[src/hw/qdma_st_macros.svh]
// Stream width, queue, length, pattern, credit and counter size macros
`ifndef QDMA_ST_MACROS_SVH
`define QDMA_ST_MACROS_SVH

////////////////////
// Stream geometry
////////////////////
`define QDMA_DATA_W      256   // C2H and H2C beat width
`define QDMA_BEAT_BYTES  32    // Bytes per beat

////////////////////
// Field widths
////////////////////
`define QDMA_QID_W       11    // Queue ID
`define QDMA_LEN_W       16    // Packet length in bytes
`define QDMA_PATT_W      16    // One pattern lane

// Descriptor credits per request
`define QDMA_CRDT_W      16

// Perf counter and H2C status width
`define QDMA_CNTR_W      32

`endif

[src/hw/qdma_st_pkg.sv]
// Stream data, queue, length, empty-byte, parity, credit and counter types; pattern function
`include "qdma_st_macros.svh"

package qdma_st_pkg;

    typedef logic [`QDMA_DATA_W-1:0]               data_t;   // One stream beat
    typedef logic [`QDMA_BEAT_BYTES-1:0]           dpar_t;   // Parity bit per byte
    typedef logic [`QDMA_QID_W-1:0]                qid_t;
    typedef logic [`QDMA_LEN_W-1:0]                len_t;
    typedef logic [$clog2(`QDMA_BEAT_BYTES):0]     mty_t;    // 0 to 31 empty bytes
    typedef logic [`QDMA_CRDT_W-1:0]               crdt_t;
    typedef logic [`QDMA_CNTR_W-1:0]               cntr_t;

    ////////////////////
    // Pattern rule
    ////////////////////

    // Lane k of beat b holds b * lanes + k, wrapped to the lane width
    function automatic data_t beat_pattern(input len_t beat);
        data_t       patt;
        int unsigned val;
        patt = '0;
        for (int k = 0; k < `QDMA_DATA_W / `QDMA_PATT_W; k++) begin
            val = beat * (`QDMA_DATA_W / `QDMA_PATT_W) + k;
            patt[k*`QDMA_PATT_W +: `QDMA_PATT_W] = val[`QDMA_PATT_W-1:0]; // Little-endian lanes
        end
        return patt;
    endfunction

endpackage

[src/hw/c2h_cmd_if.sv]
// Packet command link from the C2H control to the beat generator, with modports
interface c2h_cmd_if;

    logic               cmd_valid;
    logic               cmd_ready;
    qdma_st_pkg::qid_t  cmd_qid;      // Queue of the packet
    qdma_st_pkg::len_t  cmd_len;      // Packet length in bytes
    logic               cmd_imm;      // Immediate data packet

    // Fields hold while cmd_valid is high and cmd_ready is low
    modport ctrl_mp (
        output cmd_valid,
        output cmd_qid,
        output cmd_len,
        output cmd_imm,
        input  cmd_ready
    );

    modport gen_mp (
        input  cmd_valid,
        input  cmd_qid,
        input  cmd_len,
        input  cmd_imm,
        output cmd_ready
    );

endinterface

[src/hw/c2h_pkt_ctrl.sv]
// C2H request control: credit tracking, packet commands and descriptor decrements
module c2h_pkt_ctrl (
    input  logic                user_clk,
    input  logic                user_reset_n,

    input  logic                req_valid_i,
    output logic                req_ready_o,
    input  qdma_st_pkg::qid_t   req_qid_i,
    input  qdma_st_pkg::len_t   req_len_i,
    input  qdma_st_pkg::crdt_t  req_credits_i,
    input  logic                imm_data_i,

    output logic                desc_dec_o,
    output qdma_st_pkg::qid_t   desc_dec_qid_o,

    c2h_cmd_if.ctrl_mp          cmd
);

    logic                req_ready_q;
    logic                cmd_valid_q;
    logic                desc_dec_q;
    qdma_st_pkg::crdt_t  crdt_q;       // Credits left for the current request
    qdma_st_pkg::qid_t   qid_q;
    qdma_st_pkg::len_t   len_q;
    logic                imm_q;
    logic                req_fire;
    logic                cmd_fire;

    assign req_fire = req_valid_i & req_ready_q;
    assign cmd_fire = cmd_valid_q & cmd.cmd_ready;

    ////////////////////
    // Credit FSM
    ////////////////////
    always_ff @(posedge user_clk) begin
        if (!user_reset_n) begin
            req_ready_q <= 1'b0;
            cmd_valid_q <= 1'b0;
            desc_dec_q  <= 1'b0;
            crdt_q      <= '0;
        end else begin
            desc_dec_q <= cmd_fire;                      // One pulse per command taken
            if (req_fire) begin
                crdt_q      <= req_credits_i;
                cmd_valid_q <= (req_credits_i != '0);
                req_ready_q <= (req_credits_i == '0);    // Zero credits, stay open
            end else if (cmd_fire) begin
                crdt_q      <= crdt_q - 1'b1;
                cmd_valid_q <= (crdt_q != 1);
                req_ready_q <= (crdt_q == 1);            // Last credit spent
            end else if (!cmd_valid_q) begin
                req_ready_q <= 1'b1;
            end
        end
    end

    // Request fields, held until every credit is spent
    always_ff @(posedge user_clk) begin
        if (req_fire) begin
            qid_q <= req_qid_i;
            len_q <= req_len_i;
            imm_q <= imm_data_i;
        end
    end

    assign req_ready_o    = req_ready_q;
    assign desc_dec_o     = desc_dec_q;
    assign desc_dec_qid_o = qid_q;   // Still the request's queue during the pulse

    assign cmd.cmd_valid = cmd_valid_q;
    assign cmd.cmd_qid   = qid_q;
    assign cmd.cmd_len   = len_q;
    assign cmd.cmd_imm   = imm_q;

endmodule

[src/hw/c2h_beat_gen.sv]
// C2H beat generator: pattern data, last-beat empty bytes, byte parity and control fields
`include "qdma_st_macros.svh"

module c2h_beat_gen (
    input  logic                user_clk,
    input  logic                user_reset_n,

    c2h_cmd_if.gen_mp           cmd,

    output qdma_st_pkg::data_t  c2h_tdata_o,
    output qdma_st_pkg::dpar_t  c2h_dpar_o,
    output logic                c2h_tvalid_o,
    output logic                c2h_tlast_o,
    output qdma_st_pkg::mty_t   c2h_mty_o,
    output qdma_st_pkg::len_t   c2h_ctrl_len_o,
    output qdma_st_pkg::qid_t   c2h_ctrl_qid_o,
    output logic                c2h_ctrl_imm_data_o,
    input  logic                c2h_tready_i
);

    localparam int BEAT_SH = $clog2(`QDMA_BEAT_BYTES);

    logic                vld_q;
    qdma_st_pkg::len_t   beat_q;       // Beat index within the packet
    qdma_st_pkg::len_t   last_idx_q;   // Index of the final beat
    qdma_st_pkg::qid_t   qid_q;
    qdma_st_pkg::len_t   len_q;
    logic                imm_q;
    logic                is_last;
    logic                beat_fire;
    logic                cmd_fire;
    logic [BEAT_SH-1:0]  rem;          // Bytes used in a partial last beat

    assign is_last   = (beat_q == last_idx_q);
    assign beat_fire = vld_q & c2h_tready_i;

    // Accept the next command as the last beat leaves
    assign cmd.cmd_ready = ~vld_q | (is_last & c2h_tready_i);
    assign cmd_fire      = cmd.cmd_valid & cmd.cmd_ready;

    ////////////////////
    // Beat sequencing
    ////////////////////
    always_ff @(posedge user_clk) begin
        if (!user_reset_n) begin
            vld_q <= 1'b0;
        end else if (cmd_fire) begin
            vld_q <= 1'b1;
        end else if (beat_fire && is_last) begin
            vld_q <= 1'b0;
        end
    end

    always_ff @(posedge user_clk) begin
        if (cmd_fire) begin
            qid_q      <= cmd.cmd_qid;
            len_q      <= cmd.cmd_len;
            imm_q      <= cmd.cmd_imm;
            beat_q     <= '0;
            last_idx_q <= (cmd.cmd_len - 1'b1) >> BEAT_SH;   // ceil(len / 32) - 1
        end else if (beat_fire) begin
            beat_q <= beat_q + 1'b1;
        end
    end

    ////////////////////
    // Beat contents
    ////////////////////
    assign c2h_tdata_o = qdma_st_pkg::beat_pattern(beat_q);

    // Odd parity per byte
    always_comb begin
        for (int j = 0; j < `QDMA_BEAT_BYTES; j++) begin
            c2h_dpar_o[j] = ~(^c2h_tdata_o[j*8 +: 8]);
        end
    end

    assign rem = len_q[BEAT_SH-1:0];

    always_comb begin
        if (is_last && rem != '0) begin
            c2h_mty_o = qdma_st_pkg::mty_t'(`QDMA_BEAT_BYTES - rem);
        end else begin
            c2h_mty_o = '0;                                  // Full beat
        end
    end

    assign c2h_tvalid_o        = vld_q;
    assign c2h_tlast_o         = is_last;
    assign c2h_ctrl_qid_o      = qid_q;
    assign c2h_ctrl_imm_data_o = imm_q;
    assign c2h_ctrl_len_o      = imm_q ? '0 : len_q;        // Immediate data carries no length

endmodule

[src/hw/h2c_pattern_chk.sv]
// H2C receiver: per-byte pattern compare, per-packet error status and beat count
`include "qdma_st_macros.svh"

module h2c_pattern_chk (
    input  logic                user_clk,
    input  logic                user_reset_n,

    input  qdma_st_pkg::data_t  h2c_tdata_i,
    input  logic                h2c_tvalid_i,
    output logic                h2c_tready_o,
    input  logic                h2c_tlast_i,
    input  qdma_st_pkg::qid_t   h2c_tuser_qid_i,
    input  qdma_st_pkg::mty_t   h2c_tuser_mty_i,

    output logic                stat_vld_o,
    output qdma_st_pkg::cntr_t  stat_err_o,
    output qdma_st_pkg::qid_t   h2c_qid_o,
    output qdma_st_pkg::cntr_t  h2c_beat_cnt_o
);

    localparam int MIS_W = $clog2(`QDMA_BEAT_BYTES + 1);

    logic                tready_q;
    logic                beat_fire;
    qdma_st_pkg::len_t   beat_q;      // Beat index inside the packet
    qdma_st_pkg::data_t  exp_data;
    logic [MIS_W-1:0]    mis_cnt;     // Bad bytes in this beat
    qdma_st_pkg::cntr_t  err_acc;     // Bad bytes so far in this packet
    qdma_st_pkg::cntr_t  beat_total;  // Every accepted beat

    assign beat_fire = h2c_tvalid_i & tready_q;
    assign exp_data  = qdma_st_pkg::beat_pattern(beat_q);

    ////////////////////
    // Byte compare
    ////////////////////
    always_comb begin
        mis_cnt = '0;
        for (int j = 0; j < `QDMA_BEAT_BYTES; j++) begin
            // Top mty bytes of the last beat carry nothing
            if ((!h2c_tlast_i || j < (`QDMA_BEAT_BYTES - int'(h2c_tuser_mty_i))) &&
                h2c_tdata_i[j*8 +: 8] != exp_data[j*8 +: 8]) begin
                mis_cnt = mis_cnt + 1'b1;
            end
        end
    end

    always_ff @(posedge user_clk) begin
        if (!user_reset_n) begin
            tready_q       <= 1'b0;
            stat_vld_o     <= 1'b0;
            stat_err_o     <= '0;
            h2c_qid_o      <= '0;
            h2c_beat_cnt_o <= '0;
            beat_q         <= '0;
            err_acc        <= '0;
            beat_total     <= '0;
        end else begin
            tready_q   <= 1'b1;              // Never back-pressures
            stat_vld_o <= beat_fire & h2c_tlast_i;
            if (beat_fire) begin
                beat_total <= beat_total + 1'b1;
                if (h2c_tlast_i) begin
                    stat_err_o     <= err_acc + qdma_st_pkg::cntr_t'(mis_cnt);
                    h2c_qid_o      <= h2c_tuser_qid_i;
                    h2c_beat_cnt_o <= beat_total + 1'b1;
                    beat_q         <= '0;
                    err_acc        <= '0;
                end else begin
                    beat_q  <= beat_q + 1'b1;
                    err_acc <= err_acc + qdma_st_pkg::cntr_t'(mis_cnt);
                end
            end
        end
    end

    assign h2c_tready_o = tready_q;

endmodule

[src/hw/st_perf_cntr.sv]
// Windowed free, idle, busy and active cycle counters for one valid/ready port
module st_perf_cntr (
    input  logic                user_clk,
    input  logic                user_reset_n,

    input  logic                valid_i,
    input  logic                ready_i,
    input  qdma_st_pkg::cntr_t  cntr_max_i,   // Window length in cycles
    input  logic                cntr_rst_i,   // Starts a new window

    output qdma_st_pkg::cntr_t  free_cnts_o,
    output qdma_st_pkg::cntr_t  idle_cnts_o,
    output qdma_st_pkg::cntr_t  busy_cnts_o,
    output qdma_st_pkg::cntr_t  actv_cnts_o
);

    logic counting;

    assign counting = (free_cnts_o != cntr_max_i);   // Window still open

    always_ff @(posedge user_clk) begin
        if (!user_reset_n || cntr_rst_i) begin
            free_cnts_o <= '0;
            idle_cnts_o <= '0;
            busy_cnts_o <= '0;
            actv_cnts_o <= '0;
        end else if (counting) begin
            free_cnts_o <= free_cnts_o + 1'b1;
            // Each cycle lands in exactly one class
            if (!valid_i) begin
                idle_cnts_o <= idle_cnts_o + 1'b1;
            end else if (!ready_i) begin
                busy_cnts_o <= busy_cnts_o + 1'b1;   // Stalled
            end else begin
                actv_cnts_o <= actv_cnts_o + 1'b1;
            end
        end
    end

endmodule

[src/hw/qdma_st_top.sv]
// Streaming user logic top: C2H control and generator, H2C checker, C2H perf counter
module qdma_st_top (
    input  logic                user_clk,
    input  logic                user_reset_n,

    // Queue requests
    input  logic                req_valid_i,
    output logic                req_ready_o,
    input  qdma_st_pkg::qid_t   req_qid_i,
    input  qdma_st_pkg::len_t   req_len_i,
    input  qdma_st_pkg::crdt_t  req_credits_i,
    input  logic                imm_data_i,

    // C2H stream
    output qdma_st_pkg::data_t  c2h_tdata_o,
    output qdma_st_pkg::dpar_t  c2h_dpar_o,
    output logic                c2h_tvalid_o,
    input  logic                c2h_tready_i,
    output logic                c2h_tlast_o,
    output qdma_st_pkg::mty_t   c2h_mty_o,
    output qdma_st_pkg::len_t   c2h_ctrl_len_o,
    output qdma_st_pkg::qid_t   c2h_ctrl_qid_o,
    output logic                c2h_ctrl_imm_data_o,

    output logic                desc_dec_o,
    output qdma_st_pkg::qid_t   desc_dec_qid_o,

    // H2C stream and status
    input  qdma_st_pkg::data_t  h2c_tdata_i,
    input  logic                h2c_tvalid_i,
    output logic                h2c_tready_o,
    input  logic                h2c_tlast_i,
    input  qdma_st_pkg::qid_t   h2c_tuser_qid_i,
    input  qdma_st_pkg::mty_t   h2c_tuser_mty_i,
    output logic                stat_vld_o,
    output qdma_st_pkg::cntr_t  stat_err_o,
    output qdma_st_pkg::qid_t   h2c_qid_o,
    output qdma_st_pkg::cntr_t  h2c_beat_cnt_o,

    // C2H performance window
    input  qdma_st_pkg::cntr_t  cntr_max_i,
    input  logic                cntr_rst_i,
    output qdma_st_pkg::cntr_t  free_cnts_o,
    output qdma_st_pkg::cntr_t  idle_cnts_o,
    output qdma_st_pkg::cntr_t  busy_cnts_o,
    output qdma_st_pkg::cntr_t  actv_cnts_o
);

    c2h_cmd_if cmd_if ();

    c2h_pkt_ctrl u_pkt_ctrl (
        .user_clk       (user_clk),
        .user_reset_n   (user_reset_n),
        .req_valid_i    (req_valid_i),
        .req_ready_o    (req_ready_o),
        .req_qid_i      (req_qid_i),
        .req_len_i      (req_len_i),
        .req_credits_i  (req_credits_i),
        .imm_data_i     (imm_data_i),
        .desc_dec_o     (desc_dec_o),
        .desc_dec_qid_o (desc_dec_qid_o),
        .cmd            (cmd_if.ctrl_mp)
    );

    c2h_beat_gen u_beat_gen (
        .user_clk            (user_clk),
        .user_reset_n        (user_reset_n),
        .cmd                 (cmd_if.gen_mp),
        .c2h_tdata_o         (c2h_tdata_o),
        .c2h_dpar_o          (c2h_dpar_o),
        .c2h_tvalid_o        (c2h_tvalid_o),
        .c2h_tlast_o         (c2h_tlast_o),
        .c2h_mty_o           (c2h_mty_o),
        .c2h_ctrl_len_o      (c2h_ctrl_len_o),
        .c2h_ctrl_qid_o      (c2h_ctrl_qid_o),
        .c2h_ctrl_imm_data_o (c2h_ctrl_imm_data_o),
        .c2h_tready_i        (c2h_tready_i)
    );

    h2c_pattern_chk u_pattern_chk (
        .user_clk        (user_clk),
        .user_reset_n    (user_reset_n),
        .h2c_tdata_i     (h2c_tdata_i),
        .h2c_tvalid_i    (h2c_tvalid_i),
        .h2c_tready_o    (h2c_tready_o),
        .h2c_tlast_i     (h2c_tlast_i),
        .h2c_tuser_qid_i (h2c_tuser_qid_i),
        .h2c_tuser_mty_i (h2c_tuser_mty_i),
        .stat_vld_o      (stat_vld_o),
        .stat_err_o      (stat_err_o),
        .h2c_qid_o       (h2c_qid_o),
        .h2c_beat_cnt_o  (h2c_beat_cnt_o)
    );

    // Watches the C2H handshake
    st_perf_cntr u_c2h_perf (
        .user_clk     (user_clk),
        .user_reset_n (user_reset_n),
        .valid_i      (c2h_tvalid_o),
        .ready_i      (c2h_tready_i),
        .cntr_max_i   (cntr_max_i),
        .cntr_rst_i   (cntr_rst_i),
        .free_cnts_o  (free_cnts_o),
        .idle_cnts_o  (idle_cnts_o),
        .busy_cnts_o  (busy_cnts_o),
        .actv_cnts_o  (actv_cnts_o)
    );

endmodule

[config.mk]
export PLATFORM = sky130hd
export DESIGN_NAME = qdma_st_top
export DESIGN_NICKNAME = d
export VERILOG_FILES = /design/src/hw/qdma_st_pkg.sv /design/src/hw/c2h_cmd_if.sv /design/src/hw/c2h_pkt_ctrl.sv /design/src/hw/c2h_beat_gen.sv /design/src/hw/h2c_pattern_chk.sv /design/src/hw/st_perf_cntr.sv /design/src/hw/qdma_st_top.sv
export VERILOG_INCLUDE_DIRS = /design/src /design/src/hw
export SDC_FILE = /design/constraint.sdc
export NUM_CORES = 1
export LEC_CHECK = 0
export ABC_CLOCK_PERIOD_IN_PS = 30900
export BUFFER_PORTS_ARGS = -buffer_cell sky130_fd_sc_hd__buf_2
export CORE_AREA = 2 2 354 356
export CTS_BUF_LIST = sky130_fd_sc_hd__clkbuf_16
export DETAILED_ROUTE_END_ITERATION = 12
export DIE_AREA = 0 0 356 358
export PLACE_DENSITY = 0.42
export SLEW_MARGIN = 20
export SYNTH_ARGS = -nofsm -noshare
export SYNTH_HDL_FRONTEND = slang
export SYNTH_SLANG_ARGS = --single-unit
[constraint.sdc]
create_clock -name user_clk -period 30.9 [get_ports user_clk]
set_clock_uncertainty 0.1 [all_clocks]
set_input_delay 1.545 -clock user_clk [delete_from_list [all_inputs] [get_ports user_clk]]
set_output_delay 1.545 -clock user_clk [all_outputs]
set_load 0.03 [all_outputs]
======== Word-level counts from Yosys, hierarchy flattened ========
Index checks and enable logic that the tools add are counted.
word-level totals
  word-level logic and storage cells ...... 364
  input bits .............................. 356
  register bits after elaboration ......... 388
  output and inout bits ................... 542
cells by class
  add/subtract/negate cells ............... 73
  multiplexer cells ....................... 46
  bitwise operators ....................... 41
  eq/ne operators ......................... 37
  magnitude comparators ................... 32
  reduce and logical (&&, ||, !) cells .... 110
operators with widths
  kind                                                                  number
  6-bit by 32-bit < comparator with 1-bit output, first input constant  16
  16-bit by 4-bit adder with 16-bit output, second input constant       16
  5-bit by 32-bit < comparator with 1-bit output, first input constant  8
  8-bit != test                                                         32
  8-bit parity                                                          32
  6-bit two-way mux                                                     32
  6-bit by 1-bit adder with 6-bit output, second input constant         30
  32-bit by 1-bit adder with 32-bit output, second input constant       5
  16-bit by 3-bit adder with 16-bit output, second input constant       8
  4-bit by 32-bit < comparator with 1-bit output, first input constant  4
  16-bit by 1-bit adder with 16-bit output, second input constant       4
  16-bit by 2-bit adder with 16-bit output, second input constant       4
  3-bit by 32-bit < comparator with 1-bit output, first input constant  2
  16-bit two-way mux                                                    4
  1-bit logical AND                                                     34
  1-bit NOT                                                             34
  1-bit logical OR                                                      33
  32-bit by 6-bit adder with 32-bit output                              1
  1-bit by 32-bit < comparator with 1-bit output, first input constant  1
  2-bit by 32-bit < comparator with 1-bit output, first input constant  1
  32-bit two-way mux                                                    1
  32-bit != test                                                        1
  16-bit by 1-bit subtractor with 16-bit output, second input constant  2
  16-bit by 1-bit == test with 1-bit output, second input constant      1
  16 further kinds                                                      33

======== Depth between registers and ports, before layout ========
Gate-level depths: netlist of run 1.
  word-level depth ........................ 69
  depth in mapped cells ................... 123
  mapped depth without buffers ............ 118

======== Cells and area by module ========
A second synthesis of run 1 with hierarchy kept.
second synthesis, totals
  cells, all modules ...................... 3204
  area, all modules ....................... 27622.7 um^2
by module, submodules not included
  module           seq. area each (um^2)  cells an instance  times used  area each (um^2)
  h2c_pattern_chk  3062.9                 1724               1           14083.5
  st_perf_cntr     2562.5                 816                1           6836.6
  c2h_beat_gen     1511.4                 502                1           4752.1
  c2h_pkt_ctrl     1221.2                 162                1           1950.6

======== Worst setup path after synthesis of run 1 ========
Ideal clock, no wire load.
  path kind ............................... input-to-reg
  start point ............................. input h2c_tuser_mty_i[0]
  end point ............................... register u_pattern_chk.err_acc[29]
  stages .................................. 122
  path slack .............................. 7.086 ns
  arrival ................................. 23.638 ns
  path through ............................ buf_2 > inv_1 > ha_1 > or3b_1 > buf_4 > nand2_2 > a21oi_2 > buf_2 > buf_2 > buf_1 > a32oi_1 > inv_1 > ha_1 > o21ai_0 > a21oi_1 > a21o_1 > inv_1 > ha_1 > [... 86 more ...] > xor2_1 > ha_1 > a21oi_1 > nor2b_1 > o21a_1 > and3_1 > and3_1 > and3_1 > and3_1 > and3_1 > and3_1 > and3_1 > and3_1 > and3_1 > and2_1 > nand4_1 > or3_1 > a21boi_0
on the way
  word-level cells in the longest chain between the ends .. 69
  elaborated cells between the ends (all ways) .. 162
  classes of those cells .................. add/sub (33); order compare (32); mux (33); reduce/logical (64)
ends and longest elaborated chain
  item                                                       RTL line               text
  start, declared                                            qdma_st_top.sv:34      input qdma_st_pkg::mty_t h2c_tuser_mty_i,
  6-bit by 6-bit subtractor with 7-bit output (no line) (*)  n/a
  1-bit by 32-bit < comparator with 1-bit output             h2c_pattern_chk.sv:41  if ((!h2c_tlast_i || j < (`QDMA_BEAT_BYTES - int'(h2c_tuser_mty_i))) &&
  1-bit logical OR                                           h2c_pattern_chk.sv:41
  1-bit logical AND                                          h2c_pattern_chk.sv:41
  1-bit two-way mux                                          h2c_pattern_chk.sv:41
  1-bit by 1-bit adder with 2-bit output                     h2c_pattern_chk.sv:43  mis_cnt = mis_cnt + 1'b1;
  6-bit two-way mux                                          h2c_pattern_chk.sv:41
  6-bit by 1-bit adder with 6-bit output                     h2c_pattern_chk.sv:43
  [... 53 more ...]                                          n/a
  6-bit by 1-bit adder with 6-bit output                     h2c_pattern_chk.sv:43
  6-bit two-way mux                                          h2c_pattern_chk.sv:41
  6-bit by 1-bit adder with 6-bit output                     h2c_pattern_chk.sv:43
  6-bit two-way mux                                          h2c_pattern_chk.sv:41
  6-bit by 1-bit adder with 6-bit output                     h2c_pattern_chk.sv:43
  6-bit two-way mux (*)                                      h2c_pattern_chk.sv:41
  32-bit by 6-bit adder with 32-bit output (*)               h2c_pattern_chk.sv:71  err_acc <= err_acc + qdma_st_pkg::cntr_t'(mis_cnt);
  32-bit two-way mux (*)                                     h2c_pattern_chk.sv:63  if (h2c_tlast_i) begin
  end signal, assigned                                       h2c_pattern_chk.sv:71
  end, declared                                              h2c_pattern_chk.sv:28  qdma_st_pkg::cntr_t err_acc;
Every way passes the cells marked *; elsewhere a longest branch is shown, timed or not.
A chain may end at the register's enable or synchronous reset.

======== Worst setup path after layout of run 1 ========
  start point ............................. input h2c_tuser_mty_i[1]
  end point ............................... register u_pattern_chk.err_acc[31]
Same word-level chain as after synthesis.

==> run metrics, run 1 <==
outcome=completed; count of state elements after synthesis=384; class of the tightest hold or removal check=flip-flop to flip-flop; final number of hold-violating endpoints=0; Total GRT Usage=14.6%; Peak Freq=0.0389 GHz; Remaining Overflow, GRT=0; largest stage delay on the critical path=0.55 ns; RSZ-0062 raised after global routing=no; effective utilization at floorplan=21.3%; die area=127000 µm²; Top FF cell, synth=sky130_fd_sc_hd__dfxtp_1; Final Critical Period=25.70 ns; post-route antenna net violation count=0; Reg2Reg Depth=116; clk sink count=384; crit start category=input pin; top cell type by total area after synthesis=sky130_fd_sc_hd__dfxtp_1; warnings from Yosys=0; remaining routing DRC violations=0; layout cells sized above 1=27.5%; CTS tree=yes; number of detailed-route iterations in the first pass=5; leading cell type in the layout, fill and taps excluded=sky130_fd_sc_hd__buf_2; Critical Path AT=26.09 ns; synth unique cells=113; cell with the biggest individual delay on the critical path=sky130_fd_sc_hd__or3b_1; Worst Tran Pin Value=1.15 ns; sequential element share of the synthesized area=31.8%; vias after detailed routing=22.7k; root cell of the clock tree=sky130_fd_sc_hd__clkbuf_16; fraction of the cycle the final worst path needs=83.2%; total of endpoints with negative setup slack in the final report=0; maximum number of pins on one net before global-route repair=76; worst skew pair latency=0.63 ns; detailed placement HPWL=77.6 mm; H-tree Lvls=2; post-synthesis instance area=26300 µm²; post-layout net count=4025; Fin Setup TNS=0 ns; First DRT Iteration DRCs=1362; post-synthesis to final-layout area growth=21.4%; count of fill cells added during filler insertion=13.5k; width of the die=356 µm; area of the core=123000 µm²; max-slew violation count=0; Reg clk slew, reported paths=0.06 ns; cts bufs inserted=50; via count of the first global-routing pass=21.2k; required time at the worst-slack endpoint=31.29 ns; Slew Limit Headroom=22.9%; Mapped Cells=3034; total of hold buffers inserted after clock tree synthesis=0; global-route wire length before repair=141 mm; total routed wirelength=98.9 mm; Worst Setup Path Type=input pin to flip-flop; cell seen most often among critical-path stages=sky130_fd_sc_hd__ha_1; top area cells in the synthesized netlist=sky130_fd_sc_hd__dfxtp_1 24%, sky130_fd_sc_hd__xor2_1 10%, sky130_fd_sc_hd__xnor2_1 8.6%; antenna violations before repair=23; Row Count=129; synthesized area per cell=8.65 µm²; Die Y=358 µm; fraction of synthesized cell area taken by the top area cell type=24.2%; endpoint class of the critical path=flip-flop; mean number of vias per cell=4.29; number of placed I/O pins=898; CTS-repair resized insts=0; fraction of registers with async set or reset after synthesis=0%; count of input and output buffers=833; max-cap violation count=0; number of enable-type register cells in the synthesized netlist=67; top library cells by usage in the layout, fill and taps aside=832 x sky130_fd_sc_hd__buf_2, 317 x sky130_fd_sc_hd__dfxtp_1, 307 x sky130_fd_sc_hd__xor2_1; post-CTS setup repair buffer count=0; crit path max fanout=32; average wire per standard cell=18.7 µm; Longest Clk Path Bufs=3; Hold Path Cell Cnt=0; last weighted congestion value of the routability-driven placer=0.887
## worst paths after layout
check	slack (ns)	end	start
hold / removal	0.33	u_beat_gen.c2h_ctrl_imm_data_o	u_pkt_ctrl.cmd.cmd_imm
hold reg to reg	0.33	u_beat_gen.c2h_ctrl_imm_data_o	u_pkt_ctrl.cmd.cmd_imm
setup reg to reg	6.80	u_pattern_chk.err_acc[31]	u_pattern_chk.beat_q[0]
setup / recovery	5.20	u_pattern_chk.err_acc[31]	h2c_tuser_mty_i[1]
## cell families (layout without fill, tap and decap cells)
kind of cell | Yosys count | count (layout) | share of synthesized area [%]
flops | 384 | 384 | 31.8
compound gates | 439 | 439 | 11.5
fa+ha+maj | 57 | 57 | 2.74
mux | 27 | 27 | 1.12
xor+xnor | 597 | 597 | 21.5
simple gates | 1074 | 1074 | 20.6
buf+inv | 454 | 1000 | 10.7
other cells | 2 | 71 | 0.0286
## synthesized netlist by cell type, drive strengths merged, types with 66 or more instances
cell type / count
and3: 88
buf: 322
dfxtp: 317
nor2: 238
nand3: 87
xor2: 314
nand2: 288
nor2b: 66
xnor2: 270
edfxtp: 67
clkbuf: 73
a21oi: 70
o21ai: 156
## critical path: cells and delay by family
family | cells | cell delay [ns]
buffers and inverters | 7 | 0.80
and+or+nand+nor | 43 | 6.44
adders and majority gates | 32 | 9.70
xor gates and xnor gates | 1 | 0.19
muxes | 8 | 2.17
AOI/OAI and AO/OA | 29 | 5.20
## layer usage
| metal | track usage (%) | wire (µm) | part of all wire (%) | vias up |
|---|---|---|---|---|
| met4 | 3.67 | 2130 | 2.2 | 22 |
| li1 | - | - | - | 11200 |
| met5 | 0 | 145 | 0.15 | - |
| met3 | 3.56 | 6520 | 6.6 | 127 |
| met2 | 22.7 | 44200 | 45 | 649 |
| met1 | 20.1 | 45900 | 46 | 10600 |
## metrics by stage
| step | instances | cell area (µm²) | worst slack [ns] | hold slack [ns] | util [%] |
|---|---|---|---|---|---|
| 6_report | 5286 | 31900 | 5.20 | 0.327 | 25.9 |
| 3_3_place_gp | 5197 | 30300 | 5.13 | 0.301 | 24.6 |
| 3_5_place_dp | 5197 | 30300 | 4.72 | 0.312 | 24.6 |
| 4_1_cts | 5279 | 31900 | 5.27 | 0.327 | 25.8 |
| 5_1_grt | 5283 | 31900 | 3.18 | 0.344 | 25.9 |
| 2_1_floorplan | 3096 | 26500 | 7.09 | 0.300 | - |
## cell type report
type / instances / area (µm²) / area share, %
well taps: 1637 / 2050 / 6.42
diodes: 7 / 17.5 / 0.0549
clock buffers: 51 / 1280 / 4.00
flip-flops and latches: 384 / 8360 / 26.2
multi-input cells: 2258 / 15300 / 48.1
clock inverters: 31 / 256 / 0.804
inverters: 59 / 221 / 0.694
repair buffers: 859 / 4370 / 13.7
## sequential cells by signal, indices dropped and copies added, names as in the netlist, 11 cells and up
name / count
u_beat_gen.beat_q: 16
u_pattern_chk.beat_total: 32
u_pattern_chk.beat_q: 12
u_pkt_ctrl.crdt_q: 16
u_c2h_perf.actv_cnts_o: 32
u_beat_gen.len_q: 16
u_beat_gen.c2h_ctrl_qid_o: 11
u_pattern_chk.stat_err_o: 32
u_c2h_perf.idle_cnts_o: 32
u_pkt_ctrl.cmd.cmd_qid: 11
u_pkt_ctrl.cmd.cmd_len: 16
u_pattern_chk.err_acc: 32
u_c2h_perf.busy_cnts_o: 32
u_c2h_perf.free_cnts_o: 32
u_pattern_chk.h2c_beat_cnt_o: 32
u_beat_gen.last_idx_q: 11
u_pattern_chk.h2c_qid_o: 11
Power of run 1 is not shown: default switching activity piles up to over one toggle a cycle in this logic, so the estimate is an artifact.
==> run 2: changes to the inputs <==
ABC_CLOCK_PERIOD_IN_PS = 26300   (was 30900)
clock period = 26.3 ns   (was 30.9 ns; I/O delays follow)
==> run 2 against run 1 <==
  * Final cell count grew 0.32%
  * Non-clock buffer count grew 5
  * First-iteration DRC count grew 4.4%
  * Via count grew 0.53%
  * Die area is the same
  * Worst hold slack lost 0.0035 ns
  * Sequential share of layout area shrank 0.20 points
==> run metrics, run 2 (synthesis results as in run 1) <==
global-route wire length before repair=142 mm (+0.91%); Worst Tran Pin Value=1.22 ns (+0.0783 ns); wire length on met1=46.2 mm (+0.60%); endpoint class of the critical path=flip-flop; width of the die=356 µm (unchanged); Fin Hold WS=0.324 ns (-0.00347 ns); total routed wirelength=99.4 mm (+0.49%); Fin Setup TNS=0 ns (unchanged); Row Count=129 (unchanged); crit path max fanout=10 (-69%); Reg clk slew, reported paths=0.06 ns (about the same); total of hold buffers inserted after clock tree synthesis=0 (unchanged); clk sink count=384 (unchanged); outcome=completed; average wire per standard cell=18.7 µm (+0.16%); post-layout net count=4030 (+0.12%); post-route antenna net violation count=0 (unchanged); class of the tightest hold or removal check=flip-flop to flip-flop; max-cap violation count=0 (unchanged); top library cells by usage in the layout, fill and taps aside=832 x sky130_fd_sc_hd__buf_2, 317 x sky130_fd_sc_hd__dfxtp_1, 307 x sky130_fd_sc_hd__xor2_1; highest metal layer with signal wires=met5; DR WL met2=45.0 mm (+1.9%); fraction of the cycle the final worst path needs=93.4%; max-slew violation count=0 (unchanged); post-layout utilization of the core=26.1% (+0.20 points); Total GRT Usage=14.7% (+0.077 points); Longest Clk Path Bufs=3 (unchanged); Die Y=358 µm (unchanged); layout cells sized above 1=28.0% (+0.50 points); required time at the worst-slack endpoint=26.75 ns (-4.54 ns); post-synthesis to final-layout area growth=22.4%; last weighted congestion value of the routability-driven placer=0.893 (+0.76%); H-tree Lvls=2 (unchanged); cts bufs inserted=50 (unchanged); area of the core=123000 µm² (unchanged); vias after detailed routing=22.8k (+0.53%); remaining routing DRC violations=0 (unchanged); Peak Freq=0.0407 GHz; crit start category=input pin; antenna violations before repair=20 (-13%); mean number of vias per cell=4.30 (+0.21%); root cell of the clock tree=sky130_fd_sc_hd__clkbuf_16; Worst Setup Path Type=input pin to flip-flop; cell seen most often among critical-path stages=sky130_fd_sc_hd__ha_1; number of instances in the placed design=5197 (unchanged); leading cell type in the layout, fill and taps excluded=sky130_fd_sc_hd__buf_2; First DRT Iteration DRCs=1422 (+4.4%); cell with the biggest individual delay on the critical path=sky130_fd_sc_hd__or3b_4; Final Critical Period=24.56 ns; largest stage delay on the critical path=0.47 ns (-0.08 ns); final number of hold-violating endpoints=0 (unchanged); count of input and output buffers=833 (unchanged); Critical Path AT=25.01 ns (-1.08 ns); die area=127000 µm² (unchanged); worst skew pair latency=0.65 ns (+0.02 ns); Slew Limit Headroom=17.6% (-5.3 points); number of placed I/O pins=898 (unchanged); count of fill cells added during filler insertion=13.5k (-0.10%); Remaining Overflow, GRT=0 (unchanged); total of endpoints with negative setup slack in the final report=0 (unchanged); detailed placement HPWL=77.8 mm (+0.24%); via count of the first global-routing pass=21.5k (+1.2%); filler-free cell count of the finished design=5303 (+0.32%); number of detailed-route iterations in the first pass=5 (unchanged); maximum number of pins on one net before global-route repair=76 (unchanged); effective utilization at floorplan=21.3% (unchanged); CTS tree=yes; met3 routed WL=6.46 mm (-1.0%)
## run 2: final timing paths
| check | from | endpoint | slack [ns] | cells past startpoint |
|---|---|---|---|---|
| worst min register to register | u_pkt_ctrl.cmd.cmd_imm | u_beat_gen.c2h_ctrl_imm_data_o | 0.32 | 0 |
| worst max-delay path | h2c_tuser_mty_i[1] | u_pattern_chk.err_acc[29] | 1.74 | 117 |
| worst min-delay path | u_pkt_ctrl.cmd.cmd_imm | u_beat_gen.c2h_ctrl_imm_data_o | 0.32 | 0 |
| worst max register to register | u_pattern_chk.beat_q[4] | u_pattern_chk.err_acc[29] | 2.52 | 114 |
## run 2: per-stage QoR
stage / instance area [µm²] / worst slack [ns]
3_3_place_gp: 30300 / 0.880
2_1_floorplan: 26500 / 2.72
3_5_place_dp: 30300 / 0.516
5_1_grt: 32100 / -0.0217
6_report: 32100 / 1.74
4_1_cts: 32000 / 1.11
## run 2: what timing repair did
action	in CTS	in global routing
buffers inserted	0	5
endpoints found under the setup margin	0	18
gates resized for setup	0	12
## run 2: routing by layer
layer  vias up  global-route usage, %
li1      11200                      -
met1     10800                   20.4
met2       608                   23.0
met3       108                   3.41
met4        18                   3.08
met5         -                      0
## run 2: area by class of cell
class	count	area, µm²	share of cell area [%]
Multi-Input combinational cell	2258	15400	47.9
Sequential cell	384	8360	26.0
Timing Repair Buffer	864	4400	13.7
Tap cell	1637	2050	6.37
Clock buffer	50	1250	3.89
Clock inverter	44	433	1.35
Inverter	59	221	0.689
Antenna cell	7	17.5	0.0545
## run 2: worst max-delay path: cells and delay by family
| kind | cells | cell delay [ns] |
|---|---|---|
| multiplexers | 8 | 2.21 |
| XOR/XNOR | 1 | 0.18 |
| AO/OA/AOI/OAI | 28 | 4.70 |
| AND/OR/NAND/NOR | 43 | 6.52 |
| adder cells (fa/ha/maj) | 32 | 9.51 |
| buffers and inverters | 5 | 0.49 |
Power of run 2 is left out for the same reason.
==> run 3: changes to the inputs <==
CORE_AREA = 2 2 350 352   (was 2 2 354 356)
CTS_BUF_LIST = sky130_fd_sc_hd__clkbuf_4 sky130_fd_sc_hd__clkbuf_8   (was sky130_fd_sc_hd__clkbuf_16)
DIE_AREA = 0 0 352 354   (was 0 0 356 358)
PLACE_DENSITY = 0.43   (was 0.42)
==> run 3 against run 2 <==
  * Flip-flop and latch count is the same
  * Setup slack lost 0.042 ns
  * Via count rose by 0.75%
  * Final cell count increased by 0.74%
  * Fmax decreased by 0.17%
  * Clock-buffer cell count rose by 70
  * First-iteration DRC count fell by 3.4%
  * Sequential share of layout area about the same
  * Non-clock buffer count is 1 higher
  * Die area is 2.2% lower
  * Critical endpoint is now u_pattern_chk.err_acc[31]
==> run metrics, run 3 (synthesis results as in run 1) <==
H-tree Lvls=3 (+1); class of the tightest hold or removal check=flip-flop to flip-flop; total of hold buffers inserted after clock tree synthesis=0 (unchanged); count of input and output buffers=833 (unchanged); Final Critical Period=24.61 ns (+0.0417 ns); detailed placement HPWL=77.3 mm (-0.65%); mean number of vias per cell=4.30 (about the same); number of placed I/O pins=898 (unchanged); largest stage delay on the critical path=0.47 ns (about the same); outcome=completed; crit start category=input pin; CTS tree=yes; cell with the biggest individual delay on the critical path=sky130_fd_sc_hd__or3b_4; fraction of the cycle the final worst path needs=93.6% (+0.16 points); met1 routing resource usage after global routing=20.8% (+0.42 points); post-layout utilization of the core=26.6% (+0.55 points); worst skew pair latency=0.75 ns (+0.10 ns); maximum number of pins on one net before global-route repair=93 (+22%); Slew Limit Headroom=28.6% (+11 points); Worst Tran Pin Value=1.07 ns (-0.154 ns); via count of the first global-routing pass=21.7k (+1.1%); average wire per standard cell=18.5 µm (-1.0%); cts bufs inserted=77 (+54%); layout cells sized above 1=29.3% (+1.4 points); Total GRT Usage=15.2% (+0.50 points); area of the core=121000 µm² (-1.9%); Global Route met3 Usage=3.44% (+0.034 points); leading cell type in the layout, fill and taps excluded=sky130_fd_sc_hd__buf_2; Reg clk slew, reported paths=0.06 ns (about the same); most crowded layer after global routing=met2; Critical Path AT=25.09 ns (+0.08 ns); Fin Setup TNS=0 ns (unchanged); post-route antenna net violation count=0 (unchanged); cell seen most often among critical-path stages=sky130_fd_sc_hd__ha_1; required time at the worst-slack endpoint=26.78 ns (+0.03 ns); max-cap violation count=0 (unchanged); clk sink count=384 (unchanged); top library cells by usage in the layout, fill and taps aside=832 x sky130_fd_sc_hd__buf_2, 317 x sky130_fd_sc_hd__dfxtp_1, 307 x sky130_fd_sc_hd__xor2_1; number of detailed-route iterations in the first pass=7 (+2); effective utilization at floorplan=21.7% (+0.42 points); Peak Freq=0.0406 GHz (-0.17%); grt met2 use=23.6% (+0.63 points); Worst Setup Path Type=input pin to flip-flop; last weighted congestion value of the routability-driven placer=0.916 (+2.6%); Die Y=354 µm (-1.1%); width of the die=352 µm (-1.1%); vias after detailed routing=23.0k (+0.75%); root cell of the clock tree=sky130_fd_sc_hd__clkbuf_8; endpoint class of the critical path=flip-flop; remaining routing DRC violations=0 (unchanged); Remaining Overflow, GRT=0 (unchanged); Row Count=128 (-0.78%); RSZ-0062 raised after global routing=no; total routed wirelength=99.1 mm (-0.28%); total of endpoints with negative setup slack in the final report=0 (unchanged); crit path max fanout=14 (+4); global-route wire length before repair=144 mm (+1.8%); antenna violations before repair=25 (+25%); final number of hold-violating endpoints=0 (unchanged); First DRT Iteration DRCs=1374 (-3.4%); post-synthesis to final-layout area growth=22.5%; max-slew violation count=0 (unchanged); Longest Clk Path Bufs=3 (unchanged); die area=125000 µm² (-2.2%); post-layout net count=4058 (+0.69%)
-- run 3: cell types whose count changed in the layout (fill, tap and decap cells not counted), sizes merged --
cell / delta
bufinv: -3
diode: +4
clkinvlp: +1
buf: +1
clkinv: -19
inv: -3
clkbuf: +70
-- run 3: final cells by class --
| class | count | area [µm²] |
|---|---|---|
| Clock inverter | 20 | 233 |
| Clock buffer | 120 | 1490 |
| Multi-Input combinational cell | 2258 | 15400 |
| Inverter | 59 | 221 |
| Tap cell | 1625 | 2030 |
| Sequential cell | 384 | 8360 |
| Fill cell | 13300 | 88700 |
| Timing Repair Buffer | 865 | 4410 |
| Antenna cell | 11 | 27.5 |
-- run 3: what timing repair did --
| action | in CTS | in global routing |
|---|---|---|
| gates resized for setup | 0 | 10 |
| endpoints found under the setup margin | 0 | 17 |
| setup buffers | 0 | 2 |
| endpoints found under the hold margin | 0 | 0 |
-- run 3: path summary, 6_finish.rpt --
kind,slack [ns],end,from,cells after the start
worst max-delay path,1.69,u_pattern_chk.err_acc[31],h2c_tuser_mty_i[1],118
worst min register to register,0.35,u_pattern_chk.stat_err_o[10],u_pattern_chk.stat_err_o[10],2
worst min-delay path,0.35,u_pattern_chk.stat_err_o[10],u_pattern_chk.stat_err_o[10],2
worst max register to register,2.32,u_pattern_chk.err_acc[31],u_pattern_chk.beat_q[2],113
-- run 3: per-stage QoR --
| stage | instances | setup WS (ns) | hold slack (ns) | cell area [µm²] |
|---|---|---|---|---|
| 6_report | 5342 | 1.69 | 0.348 | 32200 |
| 5_1_grt | 5341 | 0.0318 | 0.355 | 32200 |
| 4_1_cts | 5329 | 1.11 | 0.345 | 32100 |
| 3_5_place_dp | 5189 | 0.396 | 0.327 | 30400 |
| 3_3_place_gp | 5189 | 0.819 | 0.330 | 30400 |
| 2_1_floorplan | 3096 | 2.72 | 0.300 | 26500 |
-- run 3: layer usage --
metal / vias to the layer above / part of all wire [%]
li1: 11300 / -
met1: 10800 / 47
met2: 670 / 44
met3: 143 / 6.3
met4: 22 / 2.4
met5: - / 0.16
-- run 3: worst max-delay path, delay by kind of cell --
| family | cells | cell delay (ns) |
|---|---|---|
| xor gates and xnor gates | 1 | 0.18 |
| muxes | 8 | 2.19 |
| AOI/OAI and AO/OA | 30 | 5.19 |
| buffers and inverters | 5 | 0.48 |
| and+or+nand+nor | 42 | 6.15 |
| adders and majority gates | 32 | 9.60 |
Power of run 3 is left out for the same reason.
